$ cat src/hw/rename_settings.svh
/* Register counts and widths for the rename back end.
   Arch count must stay below the physical count; both are powers of two. */
`ifndef RENAME_SETTINGS_SVH
`define RENAME_SETTINGS_SVH

// ========================================
// Register counts
// ========================================

// Architectural registers seen by software
`define RN_ARCH_REG_NUM 32

// Physical registers behind the map
`define RN_PHY_REG_NUM 64

// ========================================
// Datapath
// ========================================

// Width of one register word
`define RN_DATA_WIDTH 32

// Operand read ports on the register file
`define RN_READ_PORT_NUM 2

`endif
$ cat src/hw/rename_pkg.sv
/* Shared rename types. Widths derive from the counts in the settings header. */
`include "rename_settings.svh"

package rename_pkg;

  // ========================================
  // Index and tag types
  // ========================================

  // Architectural register index
  typedef logic [$clog2(`RN_ARCH_REG_NUM)-1:0] areg_t;

  // Physical register tag
  typedef logic [$clog2(`RN_PHY_REG_NUM)-1:0] preg_t;

  // ========================================
  // Payload types
  // ========================================

  // One register data word
  typedef logic [`RN_DATA_WIDTH-1:0] data_t;

endpackage

$ cat src/hw/rename_top.sv
/* Rename back end top level. Writeback goes straight to the register file and
   ready table; the free and release queues together always hold PHY minus ARCH tags. */
`timescale 1ns/1ps
`include "rename_settings.svh"

module rename_top (
  input  logic                                        clk,
  input  logic                                        rst_n,
  input  logic                                        dispatch_i,
  input  rename_pkg::areg_t                           src1_areg_i,
  input  rename_pkg::areg_t                           src2_areg_i,
  input  rename_pkg::areg_t                           dst_areg_i,
  input  logic                                        writeback_i,
  input  rename_pkg::preg_t                           wb_preg_i,
  input  rename_pkg::data_t                           wb_data_i,
  input  logic                                        retire_i,
  input  logic [`RN_READ_PORT_NUM-1:0]                rd_en_i,
  input  rename_pkg::preg_t [`RN_READ_PORT_NUM-1:0]   rd_preg_i,
  output logic                                        dispatch_ready_o,
  output logic                                        renamed_o,
  output rename_pkg::preg_t                           src1_preg_o,
  output rename_pkg::preg_t                           src2_preg_o,
  output logic                                        src1_ready_o,
  output logic                                        src2_ready_o,
  output rename_pkg::preg_t                           dst_preg_o,
  output rename_pkg::data_t [`RN_READ_PORT_NUM-1:0]   rd_data_o
);

  // ========================================
  // Internal wiring
  // ========================================

  // Free queue
  logic                    free_pop;
  logic                    free_push;
  rename_pkg::preg_t       free_tag;
  rename_pkg::preg_t       free_head;
  logic                    free_empty;
  // Release queue
  logic                    release_push;
  logic                    release_pop;
  rename_pkg::preg_t       release_tag;
  rename_pkg::preg_t       release_head;
  logic                    release_empty;
  // Map and ready tables
  rename_pkg::areg_t [2:0] map_raddr;
  rename_pkg::preg_t [2:0] map_rtag;
  logic                    map_we;
  rename_pkg::areg_t       map_waddr;
  rename_pkg::preg_t       map_wtag;
  logic                    ready_clear;
  rename_pkg::preg_t       clear_tag;
  logic [1:0]              src_ready;

  rename_ctrl u_ctrl (
    .clk              (clk),
    .rst_n            (rst_n),
    .dispatch_i       (dispatch_i),
    .retire_i         (retire_i),
    .src1_areg_i      (src1_areg_i),
    .src2_areg_i      (src2_areg_i),
    .dst_areg_i       (dst_areg_i),
    .writeback_i      (writeback_i),
    .wb_preg_i        (wb_preg_i),
    .map_rtag_i       (map_rtag),
    .src_ready_i      (src_ready),
    .free_head_i      (free_head),
    .free_empty_i     (free_empty),
    .release_head_i   (release_head),
    .release_empty_i  (release_empty),
    .map_raddr_o      (map_raddr),
    .free_pop_o       (free_pop),
    .free_push_o      (free_push),
    .free_tag_o       (free_tag),
    .release_push_o   (release_push),
    .release_tag_o    (release_tag),
    .release_pop_o    (release_pop),
    .map_we_o         (map_we),
    .map_waddr_o      (map_waddr),
    .map_wtag_o       (map_wtag),
    .ready_clear_o    (ready_clear),
    .clear_tag_o      (clear_tag),
    .dispatch_ready_o (dispatch_ready_o),
    .renamed_o        (renamed_o),
    .src1_preg_o      (src1_preg_o),
    .src2_preg_o      (src2_preg_o),
    .src1_ready_o     (src1_ready_o),
    .src2_ready_o     (src2_ready_o),
    .dst_preg_o       (dst_preg_o)
  );

  // ========================================
  // Datapath blocks
  // ========================================

  // Initially free tags sit above the identity-mapped range
  tag_queue #(
    .DEPTH      (`RN_PHY_REG_NUM - `RN_ARCH_REG_NUM),
    .FILL_BASE  (`RN_ARCH_REG_NUM),
    .FILL_COUNT (`RN_PHY_REG_NUM - `RN_ARCH_REG_NUM)
  ) u_free_q (
    .clk        (clk),
    .rst_n      (rst_n),
    .push_i     (free_push),
    .push_tag_i (free_tag),
    .pop_i      (free_pop),
    .head_o     (free_head),
    .empty_o    (free_empty)
  );

  // Previous mappings in dispatch order, empty at reset
  tag_queue #(
    .DEPTH      (`RN_PHY_REG_NUM - `RN_ARCH_REG_NUM),
    .FILL_BASE  (0),
    .FILL_COUNT (0)
  ) u_release_q (
    .clk        (clk),
    .rst_n      (rst_n),
    .push_i     (release_push),
    .push_tag_i (release_tag),
    .pop_i      (release_pop),
    .head_o     (release_head),
    .empty_o    (release_empty)
  );

  map_table u_map (
    .clk     (clk),
    .rst_n   (rst_n),
    .raddr_i (map_raddr),
    .we_i    (map_we),
    .waddr_i (map_waddr),
    .wtag_i  (map_wtag),
    .rtag_o  (map_rtag)
  );

  // Source tags only
  ready_table u_ready (
    .clk         (clk),
    .rst_n       (rst_n),
    .rtag_i      (map_rtag[1:0]),
    .clear_i     (ready_clear),
    .clear_tag_i (clear_tag),
    .set_i       (writeback_i),
    .set_tag_i   (wb_preg_i),
    .ready_o     (src_ready)
  );

  phys_reg_file #(
    .READ_PORT_NUM  (`RN_READ_PORT_NUM),
    .WRITE_PORT_NUM (1)
  ) u_prf (
    .clk     (clk),
    .rst_n   (rst_n),
    .re_i    (rd_en_i),
    .we_i    (writeback_i),
    .raddr_i (rd_preg_i),
    .waddr_i (wb_preg_i),
    .data_i  (wb_data_i),
    .data_o  (rd_data_o)
  );

endmodule

$ cat src/hw/rename_ctrl.sv
/* Single-wide rename control; strobes carry no back-pressure.
   Dispatch needs dispatch_ready_o high; retire needs an unreleased mapping. */
`timescale 1ns/1ps

module rename_ctrl (
  input  logic                    clk,
  input  logic                    rst_n,
  input  logic                    dispatch_i,
  input  logic                    retire_i,
  input  rename_pkg::areg_t       src1_areg_i,
  input  rename_pkg::areg_t       src2_areg_i,
  input  rename_pkg::areg_t       dst_areg_i,
  input  logic                    writeback_i,
  input  rename_pkg::preg_t       wb_preg_i,
  input  rename_pkg::preg_t [2:0] map_rtag_i,
  input  logic [1:0]              src_ready_i,
  input  rename_pkg::preg_t       free_head_i,
  input  logic                    free_empty_i,
  input  rename_pkg::preg_t       release_head_i,
  input  logic                    release_empty_i,
  output rename_pkg::areg_t [2:0] map_raddr_o,
  output logic                    free_pop_o,
  output logic                    free_push_o,
  output rename_pkg::preg_t       free_tag_o,
  output logic                    release_push_o,
  output rename_pkg::preg_t       release_tag_o,
  output logic                    release_pop_o,
  output logic                    map_we_o,
  output rename_pkg::areg_t       map_waddr_o,
  output rename_pkg::preg_t       map_wtag_o,
  output logic                    ready_clear_o,
  output rename_pkg::preg_t       clear_tag_o,
  output logic                    dispatch_ready_o,
  output logic                    renamed_o,
  output rename_pkg::preg_t       src1_preg_o,
  output rename_pkg::preg_t       src2_preg_o,
  output logic                    src1_ready_o,
  output logic                    src2_ready_o,
  output rename_pkg::preg_t       dst_preg_o
);

  // ========================================
  // Dispatch path
  // ========================================

  // Lookup order: src1, src2, old dst
  assign map_raddr_o = {dst_areg_i, src2_areg_i, src1_areg_i};

  // Any free tag lets one instruction in
  assign dispatch_ready_o = !free_empty_i;

  // Allocate free head as new dst mapping
  assign free_pop_o  = dispatch_i;
  assign map_we_o    = dispatch_i;
  assign map_waddr_o = dst_areg_i;
  assign map_wtag_o  = free_head_i;

  // Old dst mapping waits for retire
  assign release_push_o = dispatch_i;
  assign release_tag_o  = map_rtag_i[2];

  // New tag not ready until its writeback
  assign ready_clear_o = dispatch_i;
  assign clear_tag_o   = free_head_i;

  // ========================================
  // Retire path
  // ========================================

  // Oldest previous mapping back to the free pool
  assign release_pop_o = retire_i;
  assign free_push_o   = retire_i;
  assign free_tag_o    = release_head_i;

  // ========================================
  // Renamed result, one cycle after dispatch
  // ========================================

  always_ff @(posedge clk or negedge rst_n) begin
    if (!rst_n) begin
      renamed_o <= 1'b0;
    end else begin
      renamed_o <= dispatch_i;
    end
  end

  // Payload only meaningful with renamed_o
  always_ff @(posedge clk) begin
    if (dispatch_i) begin
      src1_preg_o  <= map_rtag_i[0];
      src2_preg_o  <= map_rtag_i[1];
      src1_ready_o <= src_ready_i[0];
      src2_ready_o <= src_ready_i[1];
      dst_preg_o   <= free_head_i;
    end
  end

  a_dispatch_legal : assert property (@(posedge clk) disable iff (!rst_n)
    dispatch_i |-> !free_empty_i);
  a_retire_legal : assert property (@(posedge clk) disable iff (!rst_n)
    retire_i |-> !release_empty_i);
  // Tag being allocated still holds its old ready bit, so a writeback is stray
  a_wb_not_alloc : assert property (@(posedge clk) disable iff (!rst_n)
    (writeback_i && dispatch_i) |-> (wb_preg_i != free_head_i));

endmodule

$ cat src/hw/ready_table.sv
/* Ready bit per physical tag; tags mapped at reset start ready.
   Clear wins over a same-cycle set of the same tag. */
`timescale 1ns/1ps
`include "rename_settings.svh"

module ready_table (
  input  logic                    clk,
  input  logic                    rst_n,
  input  rename_pkg::preg_t [1:0] rtag_i,
  input  logic                    clear_i,
  input  rename_pkg::preg_t       clear_tag_i,
  input  logic                    set_i,
  input  rename_pkg::preg_t       set_tag_i,
  output logic [1:0]              ready_o
);

  logic [`RN_PHY_REG_NUM-1:0] ready_q;

  always_ff @(posedge clk or negedge rst_n) begin
    if (!rst_n) begin
      for (int i = 0; i < `RN_PHY_REG_NUM; i++) begin
        ready_q[i] <= (i < `RN_ARCH_REG_NUM);
      end
    end else begin
      if (set_i) begin
        ready_q[set_tag_i] <= 1'b1;
      end
      // Later assignment gives clear priority
      if (clear_i) begin
        ready_q[clear_tag_i] <= 1'b0;
      end
    end
  end

  // Stored bit or writeback landing this cycle
  always_comb begin
    for (int k = 0; k < 2; k++) begin
      ready_o[k] = ready_q[rtag_i[k]] | (set_i && (set_tag_i == rtag_i[k]));
    end
  end

  // Each allocation gets exactly one writeback
  a_wb_not_ready : assert property (@(posedge clk) disable iff (!rst_n)
    set_i |-> !ready_q[set_tag_i]);

endmodule

$ cat src/hw/map_table.sv
/* Speculative rename map, identity after reset.
   Lookups return the contents from before the same-cycle write. */
`timescale 1ns/1ps
`include "rename_settings.svh"

module map_table (
  input  logic                   clk,
  input  logic                   rst_n,
  // Lookups: 0 src1, 1 src2, 2 dst
  input  rename_pkg::areg_t [2:0] raddr_i,
  input  logic                   we_i,
  input  rename_pkg::areg_t      waddr_i,
  input  rename_pkg::preg_t      wtag_i,
  output rename_pkg::preg_t [2:0] rtag_o
);

  // One tag per architectural register
  rename_pkg::preg_t map_q [`RN_ARCH_REG_NUM];

  // ========================================
  // Update
  // ========================================

  always_ff @(posedge clk or negedge rst_n) begin
    if (!rst_n) begin
      // Arch reg i starts on phys reg i
      for (int i = 0; i < `RN_ARCH_REG_NUM; i++) begin
        map_q[i] <= rename_pkg::preg_t'(i);
      end
    end else if (we_i) begin
      map_q[waddr_i] <= wtag_i;
    end
  end

  // ========================================
  // Lookup
  // ========================================

  always_comb begin
    for (int k = 0; k < 3; k++) begin
      rtag_o[k] = map_q[raddr_i[k]];
    end
  end

endmodule

$ cat src/hw/tag_queue.sv
/* FIFO of physical tags; reset preloads FILL_COUNT ascending tags from FILL_BASE.
   FILL_COUNT must not exceed DEPTH; push when full and pop when empty are illegal. */
`timescale 1ns/1ps

module tag_queue #(
  parameter int DEPTH      = 32,
  parameter int FILL_BASE  = 0,
  parameter int FILL_COUNT = 0
) (
  input  logic              clk,
  input  logic              rst_n,
  input  logic              push_i,
  input  rename_pkg::preg_t push_tag_i,
  input  logic              pop_i,
  output rename_pkg::preg_t head_o,
  output logic              empty_o
);

  localparam int PTR_W = (DEPTH > 1) ? $clog2(DEPTH) : 1;
  localparam int CNT_W = $clog2(DEPTH + 1);

  rename_pkg::preg_t mem [DEPTH];
  logic [PTR_W-1:0]  head_q;
  logic [PTR_W-1:0]  tail_q;
  logic [CNT_W-1:0]  count_q;
  logic              full;

  assign empty_o = (count_q == '0);
  assign full    = (count_q == CNT_W'(DEPTH));
  assign head_o  = mem[head_q];

  // ========================================
  // Storage, preloaded at reset
  // ========================================

  always_ff @(posedge clk or negedge rst_n) begin
    if (!rst_n) begin
      for (int i = 0; i < DEPTH; i++) begin
        mem[i] <= (i < FILL_COUNT) ? rename_pkg::preg_t'(FILL_BASE + i) : '0;
      end
    end else if (push_i) begin
      mem[tail_q] <= push_tag_i;
    end
  end

  // ========================================
  // Pointers and occupancy
  // ========================================

  always_ff @(posedge clk or negedge rst_n) begin
    if (!rst_n) begin
      head_q  <= '0;
      // Tail sits just past the preloaded tags
      tail_q  <= PTR_W'(FILL_COUNT % DEPTH);
      count_q <= CNT_W'(FILL_COUNT);
    end else begin
      if (pop_i) begin
        head_q <= (head_q == PTR_W'(DEPTH - 1)) ? '0 : head_q + 1'b1;
      end
      if (push_i) begin
        tail_q <= (tail_q == PTR_W'(DEPTH - 1)) ? '0 : tail_q + 1'b1;
      end
      // Push and pop together keep the count
      if (push_i && !pop_i) begin
        count_q <= count_q + 1'b1;
      end else if (pop_i && !push_i) begin
        count_q <= count_q - 1'b1;
      end
    end
  end

  // Overflow or underflow would corrupt the tag pool
  a_no_push_full : assert property (@(posedge clk) disable iff (!rst_n)
    push_i |-> !full);
  a_no_pop_empty : assert property (@(posedge clk) disable iff (!rst_n)
    pop_i |-> !empty_o);

endmodule

$ cat src/hw/phys_reg_file.sv
/* Register array has no reset, so a tag reads X until first written.
   Same-cycle write is forwarded to reads; a disabled read port gives zero. */
`timescale 1ns/1ps
`include "rename_settings.svh"

module phys_reg_file #(
  parameter int READ_PORT_NUM  = 2,
  parameter int WRITE_PORT_NUM = 1
) (
  input  logic                                        clk,
  input  logic                                        rst_n,
  input  logic [READ_PORT_NUM-1:0]                    re_i,
  input  logic [WRITE_PORT_NUM-1:0]                   we_i,
  input  rename_pkg::preg_t [READ_PORT_NUM-1:0]       raddr_i,
  input  rename_pkg::preg_t [WRITE_PORT_NUM-1:0]      waddr_i,
  input  rename_pkg::data_t [WRITE_PORT_NUM-1:0]      data_i,
  output rename_pkg::data_t [READ_PORT_NUM-1:0]       data_o
);

  // Storage, one word per physical tag
  rename_pkg::data_t reg_file [`RN_PHY_REG_NUM];

  // ========================================
  // Write side
  // ========================================

  always_ff @(posedge clk) begin
    for (int j = 0; j < WRITE_PORT_NUM; j++) begin
      if (we_i[j]) begin
        reg_file[waddr_i[j]] <= data_i[j];
      end
    end
  end

  // ========================================
  // Read side with bypass
  // ========================================

  always_comb begin
    for (int i = 0; i < READ_PORT_NUM; i++) begin
      // Idle port drives zero
      data_o[i] = '0;
      if (re_i[i]) begin
        data_o[i] = reg_file[raddr_i[i]];
        // Forward data of the matching write port
        for (int j = 0; j < WRITE_PORT_NUM; j++) begin
          if (we_i[j] && (waddr_i[j] == raddr_i[i])) begin
            data_o[i] = data_i[j];
          end
        end
      end
    end
  end

  // Two ports hitting one tag would leave the result order-dependent
  for (genvar i = 0; i < WRITE_PORT_NUM; i++) begin : g_wr_chk
    for (genvar j = i + 1; j < WRITE_PORT_NUM; j++) begin : g_pair
      a_no_dup_write : assert property (@(posedge clk) disable iff (!rst_n)
        !(we_i[i] && we_i[j] && (waddr_i[i] == waddr_i[j])));
    end
  end

endmodule

$ cat config.mk
export PLATFORM = sky130hd
export DESIGN_NAME = rename_top
export DESIGN_NICKNAME = d
export VERILOG_FILES = /design/src/hw/rename_pkg.sv /design/src/hw/rename_top.sv /design/src/hw/rename_ctrl.sv /design/src/hw/ready_table.sv /design/src/hw/map_table.sv /design/src/hw/tag_queue.sv /design/src/hw/phys_reg_file.sv
export VERILOG_INCLUDE_DIRS = /design/src /design/src/hw
export SDC_FILE = /design/constraint.sdc
export NUM_CORES = 2
export LEC_CHECK = 0
export ABC_AREA = 1
export ABC_CLOCK_PERIOD_IN_PS = 2750
export BUFFER_PORTS_ARGS = -buffer_cell sky130_fd_sc_hd__buf_2
export CAP_MARGIN = 40
export CORE_AREA = 2 2 523 655
export DETAILED_ROUTE_END_ITERATION = 10
export DIE_AREA = 0 0 525 657
export HOLD_SLACK_MARGIN = 0.08
export SLEW_MARGIN = 0
export SYNTH_ARGS = -nofsm -noshare
export SYNTH_HDL_FRONTEND = slang
export SYNTH_SLANG_ARGS = --single-unit
$ cat constraint.sdc
create_clock -name clk -period 2.75 [get_ports clk]
set_clock_uncertainty 0.05 [all_clocks]
set_input_delay 0.1375 -clock clk [delete_from_list [all_inputs] [get_ports clk]]
set_output_delay 0.1375 -clock clk [all_outputs]
set_load 0.02 [all_outputs]
==> flow_metrics.tcl <==
set metrics [dict create \
    drive_gt1_share_pct 17.34 \
    totalWireLength_um 544800 \
    max_slew_margin_pct 30.31 \
    hold_viol 0 \
    failed_checks "negative setup slack" \
    path_clk_slew_ns 0.06 \
    tritoncts.num_buffers 299 \
    grt_antenna_before_repair 21 \
    grtUsageMet2_pct 48.45 \
    ys_ff_latch 2735 \
    synth.cell_area_mm2 0.1350 \
    grt_util_all_layers_pct 30.34 \
    postSynth.asyncResetShare_pct 24.39 \
    hold-worst-slack_ns 0.1906 \
    ys_types 55 \
    setup_tns_ns -13.79 \
    fin_crit_ns 3.432 \
    global_route.usage.met3_pct 6.134 \
    globalRoute.totalOverflow 0 \
    fp.coreArea_mm2 0.3382 \
    rows 239 \
    worst_pin_slew_ns 1.034 \
    synth_simple_gate_area_share_pct 12.98 \
    synth-compound-area-share_pct 22.27 \
    max_stage_delay_ns 0.55 \
    design.die.area_mm2 0.3449 \
    max_freq_mhz 291.4 \
    globalRoute.busiestLayer "met2" \
    unrepaired_setup_endpoints_after_global_routing "true" \
    clock-sinks 2735 \
    crit_path_cell_trace "o21ai_2 > o22ai_2 > o21ai_2 > o22ai_2 > o211ai_1 > o21ai_2 > buf_6 > o21ai_4 > inv_2 > buf_6" \
    muxShareOfSynthArea_pct 0.9150 \
    synth_sequential_area_ratio_pct 58.59 \
    wire_length_of_the_first_global_routing_pass_um 783100 \
    report.final.setup_viol 64 \
    remaining_drc_errors 0 \
    pin_count_of_the_biggest_net_entering_global_routing 108 \
    dpl_cell_area_mm2 0.1510 \
    synthFlopType "sky130_fd_sc_hd__edfxtp_1" \
    root_buffer_selected_by_cts "sky130_fd_sc_hd__clkbuf_16" \
    ys.warnings.count 0 \
    final_slew_violations 0 \
    vias_in_the_first_global_route 115042 \
    grtUsageMet1_pct 37.99 \
    post-route-worst-setup-slack_ns -0.6822 \
    vias 122535 \
    whs_path_depth 8 \
    synthesis.area_per_instance_um2 9.320 \
    max_cap_viol_count 0 \
    num_io_pins 158 \
    avgRoutedWirePerCell_um 27.64 \
    dp_hpwl_um 351300 \
    initialDrtViolationCount 17806 \
    multi_input_comb_area_mm2 0.05172 \
    cp.depth 10 \
    synth_xor_area_share_pct 0.05191 \
    critical_path.n_buffers_inverters 3 \
    critPathKind "reg2out" \
    antenna_left 0 \
    syn-num-nets 14573 \
    floorplan.die.width_um 525 \
    worstHoldPathType "in2reg" \
    timing.critical_path.arrival_ns 3.24 \
    timing.reg2reg.worst_path_depth 14 \
    timing.critical_path.required_ns 2.56 \
    ir_drop_uv 782.0 \
    clk_path_buf_depth 4 \
    port_buffers 157 \
    cp-start-kind "flip-flop" \
    nFillCells 30698 \
    detail_route.first_pass.iterations 9 \
    synth_enable_flop_cells 2068 \
    path_max_fanout 2 \
    critical-path-top-delay-family "compound AO/OA/AOI/OAI gates" \
    critPathMostFrequentCell "sky130_fd_sc_hd__o21ai_2" \
    p_leak_nw 58.25 \
    run_status "finished with violations" \
    initial_utilization_pct 39.91 \
    tritoncts "done" \
    routabilityCongestion 0.9576 \
    capturing_element_type_of_the_critical_path "output port" \
    final_min_period_over_clock_period_pct 124.8 \
    powerDensity_mw_per_mm2 761.4 \
    cts_htree_levels 5 \
    nNetsFinal 15112 \
    main_combinational_cell_family_by_area_after_synthesis "compound AO/OA/AOI/OAI gates" \
    flow.area_growth_from_synthesis_pct 21.05 \
    vias_per_cell 6.217 \
    critical_path.slowest_cell "sky130_fd_sc_hd__o211ai_1" \
    synth_adder_area_share_pct 0.1910 \
    final-seq-area_mm2 0.07907 \
    die_outline_height_um 657 \
    syn-instance-count 14481 \
    finalInstanceArea_mm2 0.1634 \
    clock_insertion_delay_worst_skew_ns 0.89 \
]
==> report_power, final <==
group | total, W | switching [W] | internal, W
Clock | 0.0399 | 0.0172 | 0.0228
Combinational | 0.0311 | 0.0202 | 0.0108
Sequential | 0.0534 | 0.00312 | 0.0503
Total | 0.124 | 0.0405 | 0.0839
==> final cells by class <==
class | instances | area share [%]
Tap cell | 4458 | 3.414
Sequential cell | 2735 | 48.40
Clock buffer | 389 | 5.051
Clock inverter | 138 | 0.7336
Inverter | 455 | 1.094
Antenna cell | 7 | 0.01072
Multi-Input combinational cell | 10053 | 31.66
Timing Repair Buffer | 1476 | 9.644
==> per-layer routing <==
metal  share of wire, %  vias to the layer above  wire, µm
li1                   -                    53328         -
met2                 45                     8078    247700
met1                 36                    59216    197700
met4                7.0                       14     38010
met3                 11                     1899     61360
met5              0.017                        -        95
==> kinds of logic (layout without fill, tap and decap cells) <==
family / count (synthesis) / count (layout)
compound gates: 5447 / 5447
other cells: 0 / 7
simple gates: 4477 / 4477
buf+inv: 1693 / 2458
fa+ha+maj: 20 / 20
xor+xnor: 8 / 8
mux: 101 / 101
flops: 2735 / 2735
==> synth_stat cells (64+ instances only) <==
cell type / n / area share [%]
sky130_fd_sc_hd__o221ai_1: 67 / 0.43
sky130_fd_sc_hd__inv_1: 429 / 1.2
sky130_fd_sc_hd__edfxtp_1: 2068 / 46
sky130_fd_sc_hd__nand2_1: 826 / 2.3
sky130_fd_sc_hd__buf_1: 64 / 0.18
sky130_fd_sc_hd__nor2_1: 3216 / 8.9
sky130_fd_sc_hd__a21oi_1: 437 / 1.6
sky130_fd_sc_hd__dfstp_2: 225 / 4.4
sky130_fd_sc_hd__o22ai_1: 1237 / 5.7
sky130_fd_sc_hd__dfrtp_1: 442 / 8.2
sky130_fd_sc_hd__a22oi_1: 90 / 0.50
sky130_fd_sc_hd__buf_2: 195 / 0.72
sky130_fd_sc_hd__o21ai_0: 3329 / 12
sky130_fd_sc_hd__o211ai_1: 127 / 0.71
sky130_fd_sc_hd__nand3_1: 342 / 1.3
sky130_fd_sc_hd__mux2_2: 75 / 0.63
sky130_fd_sc_hd__clkbuf_1: 953 / 2.7
==> final timing paths <==
check                                                       from                                to  slack (ns)
worst max-delay path            u_prf.reg_file[10][13]$_DFFE_PP_                     rd_data_o[13]       -0.68
worst min-delay path                                wb_preg_i[1]     u_ready.ready_q[32]$_DFF_PN0_        0.19
worst max register to register       u_map.map_q[32]$_DFFE_PN0P_     u_ctrl.src2_ready_o$_DFFE_PP_       -0.03
worst min register to register      u_free_q.mem[32]$_DFFE_PN0P_      u_free_q.mem[32]$_DFFE_PN0P_        0.43
max in group asynchronous                                  rst_n      u_free_q.mem[92]$_DFFE_PN0P_        1.52
min in group asynchronous                                  rst_n  u_release_q.mem[167]$_DFFE_PN0P_        0.48
==> worst register-to-register path, stage by stage (launching register included) <==
cell,delay (ns)
sky130_fd_sc_hd__dfrtp_1,0.39
sky130_fd_sc_hd__inv_1,0.08
sky130_fd_sc_hd__a21oi_1,0.06
sky130_fd_sc_hd__o21ai_0,0.09
sky130_fd_sc_hd__o211ai_1,0.20
sky130_fd_sc_hd__nand3_1,0.33
sky130_fd_sc_hd__nand2_1,0.10
sky130_fd_sc_hd__nand2_1,0.13
sky130_fd_sc_hd__nand2_2,0.21
sky130_fd_sc_hd__inv_1,0.33
sky130_fd_sc_hd__nand3_1,0.17
sky130_fd_sc_hd__nand3_1,0.12
sky130_fd_sc_hd__nand3_1,0.08
sky130_fd_sc_hd__nand3_1,0.12
sky130_fd_sc_hd__nand3_1,0.08
==> stage by stage <==
step | worst slack [ns] | util [%] | std cells | total power (W)
CTS | -0.5936 | 48.07 | 19701 | 0.1239
detailed placement | -0.9191 | 44.64 | 19144 | 0.08365
finish | -0.6822 | 48.31 | 19711 | 0.1244
global route | -0.8096 | 48.31 | 19709 | 0.1293
floorplan | 0.007468 | - | 14481 | 0.07001
global placement | -0.8898 | 44.64 | 19142 | 0.08318
==> timing repair <==
action                                 in CTS  in global routing
setup endpoints to repair                  72                112
hold buffers                               58                  0
resized for setup                        1023                422
gates cloned                                0                  2
endpoints found under the hold margin    2848                  0
buffers inserted                           15                 15
pin swaps                                 324                324
==> sequential cells by signal, summed over array words and instances, names as in the netlist <==
register	count
u_prf.reg_file	2048
u_free_q.mem	192
u_map.map_q	192
u_release_q.mem	192
u_ready.ready_q	64
u_ctrl.dst_preg_o	6
u_ctrl.src1_preg_o	6
u_ctrl.src2_preg_o	6
u_free_q.count_q	6
u_free_q.head_q	5
u_free_q.tail_q	5
u_release_q.head_q	5
u_release_q.tail_q	5
u_ctrl.renamed_o	1
u_ctrl.src1_ready_o	1
u_ctrl.src2_ready_o	1
==> cell usage in the layout (no fill, tap or decap), types with 58 or more instances in the layout <==
| cell | count |
|---|---|
| sky130_fd_sc_hd__nor2_1 | 3109 |
| sky130_fd_sc_hd__o21ai_0 | 2467 |
| sky130_fd_sc_hd__edfxtp_1 | 2068 |
| sky130_fd_sc_hd__o22ai_1 | 1179 |
| sky130_fd_sc_hd__buf_4 | 895 |
| sky130_fd_sc_hd__nand2_1 | 819 |
| sky130_fd_sc_hd__o21ai_1 | 715 |
| sky130_fd_sc_hd__dfrtp_1 | 440 |
| sky130_fd_sc_hd__a21oi_1 | 437 |
| sky130_fd_sc_hd__inv_1 | 388 |
| sky130_fd_sc_hd__buf_12 | 346 |
| sky130_fd_sc_hd__nand3_1 | 341 |
| sky130_fd_sc_hd__clkbuf_16 | 311 |
| sky130_fd_sc_hd__dfstp_2 | 225 |
| sky130_fd_sc_hd__o211ai_1 | 127 |
| sky130_fd_sc_hd__o21ai_2 | 108 |
| sky130_fd_sc_hd__a22oi_1 | 90 |
| sky130_fd_sc_hd__buf_2 | 90 |
| sky130_fd_sc_hd__nor2_4 | 81 |
| sky130_fd_sc_hd__mux2_2 | 75 |
| sky130_fd_sc_hd__buf_6 | 73 |
| sky130_fd_sc_hd__o221ai_1 | 59 |
| sky130_fd_sc_hd__clkbuf_1 | 58 |
Power figures use the tool's default switching activity.
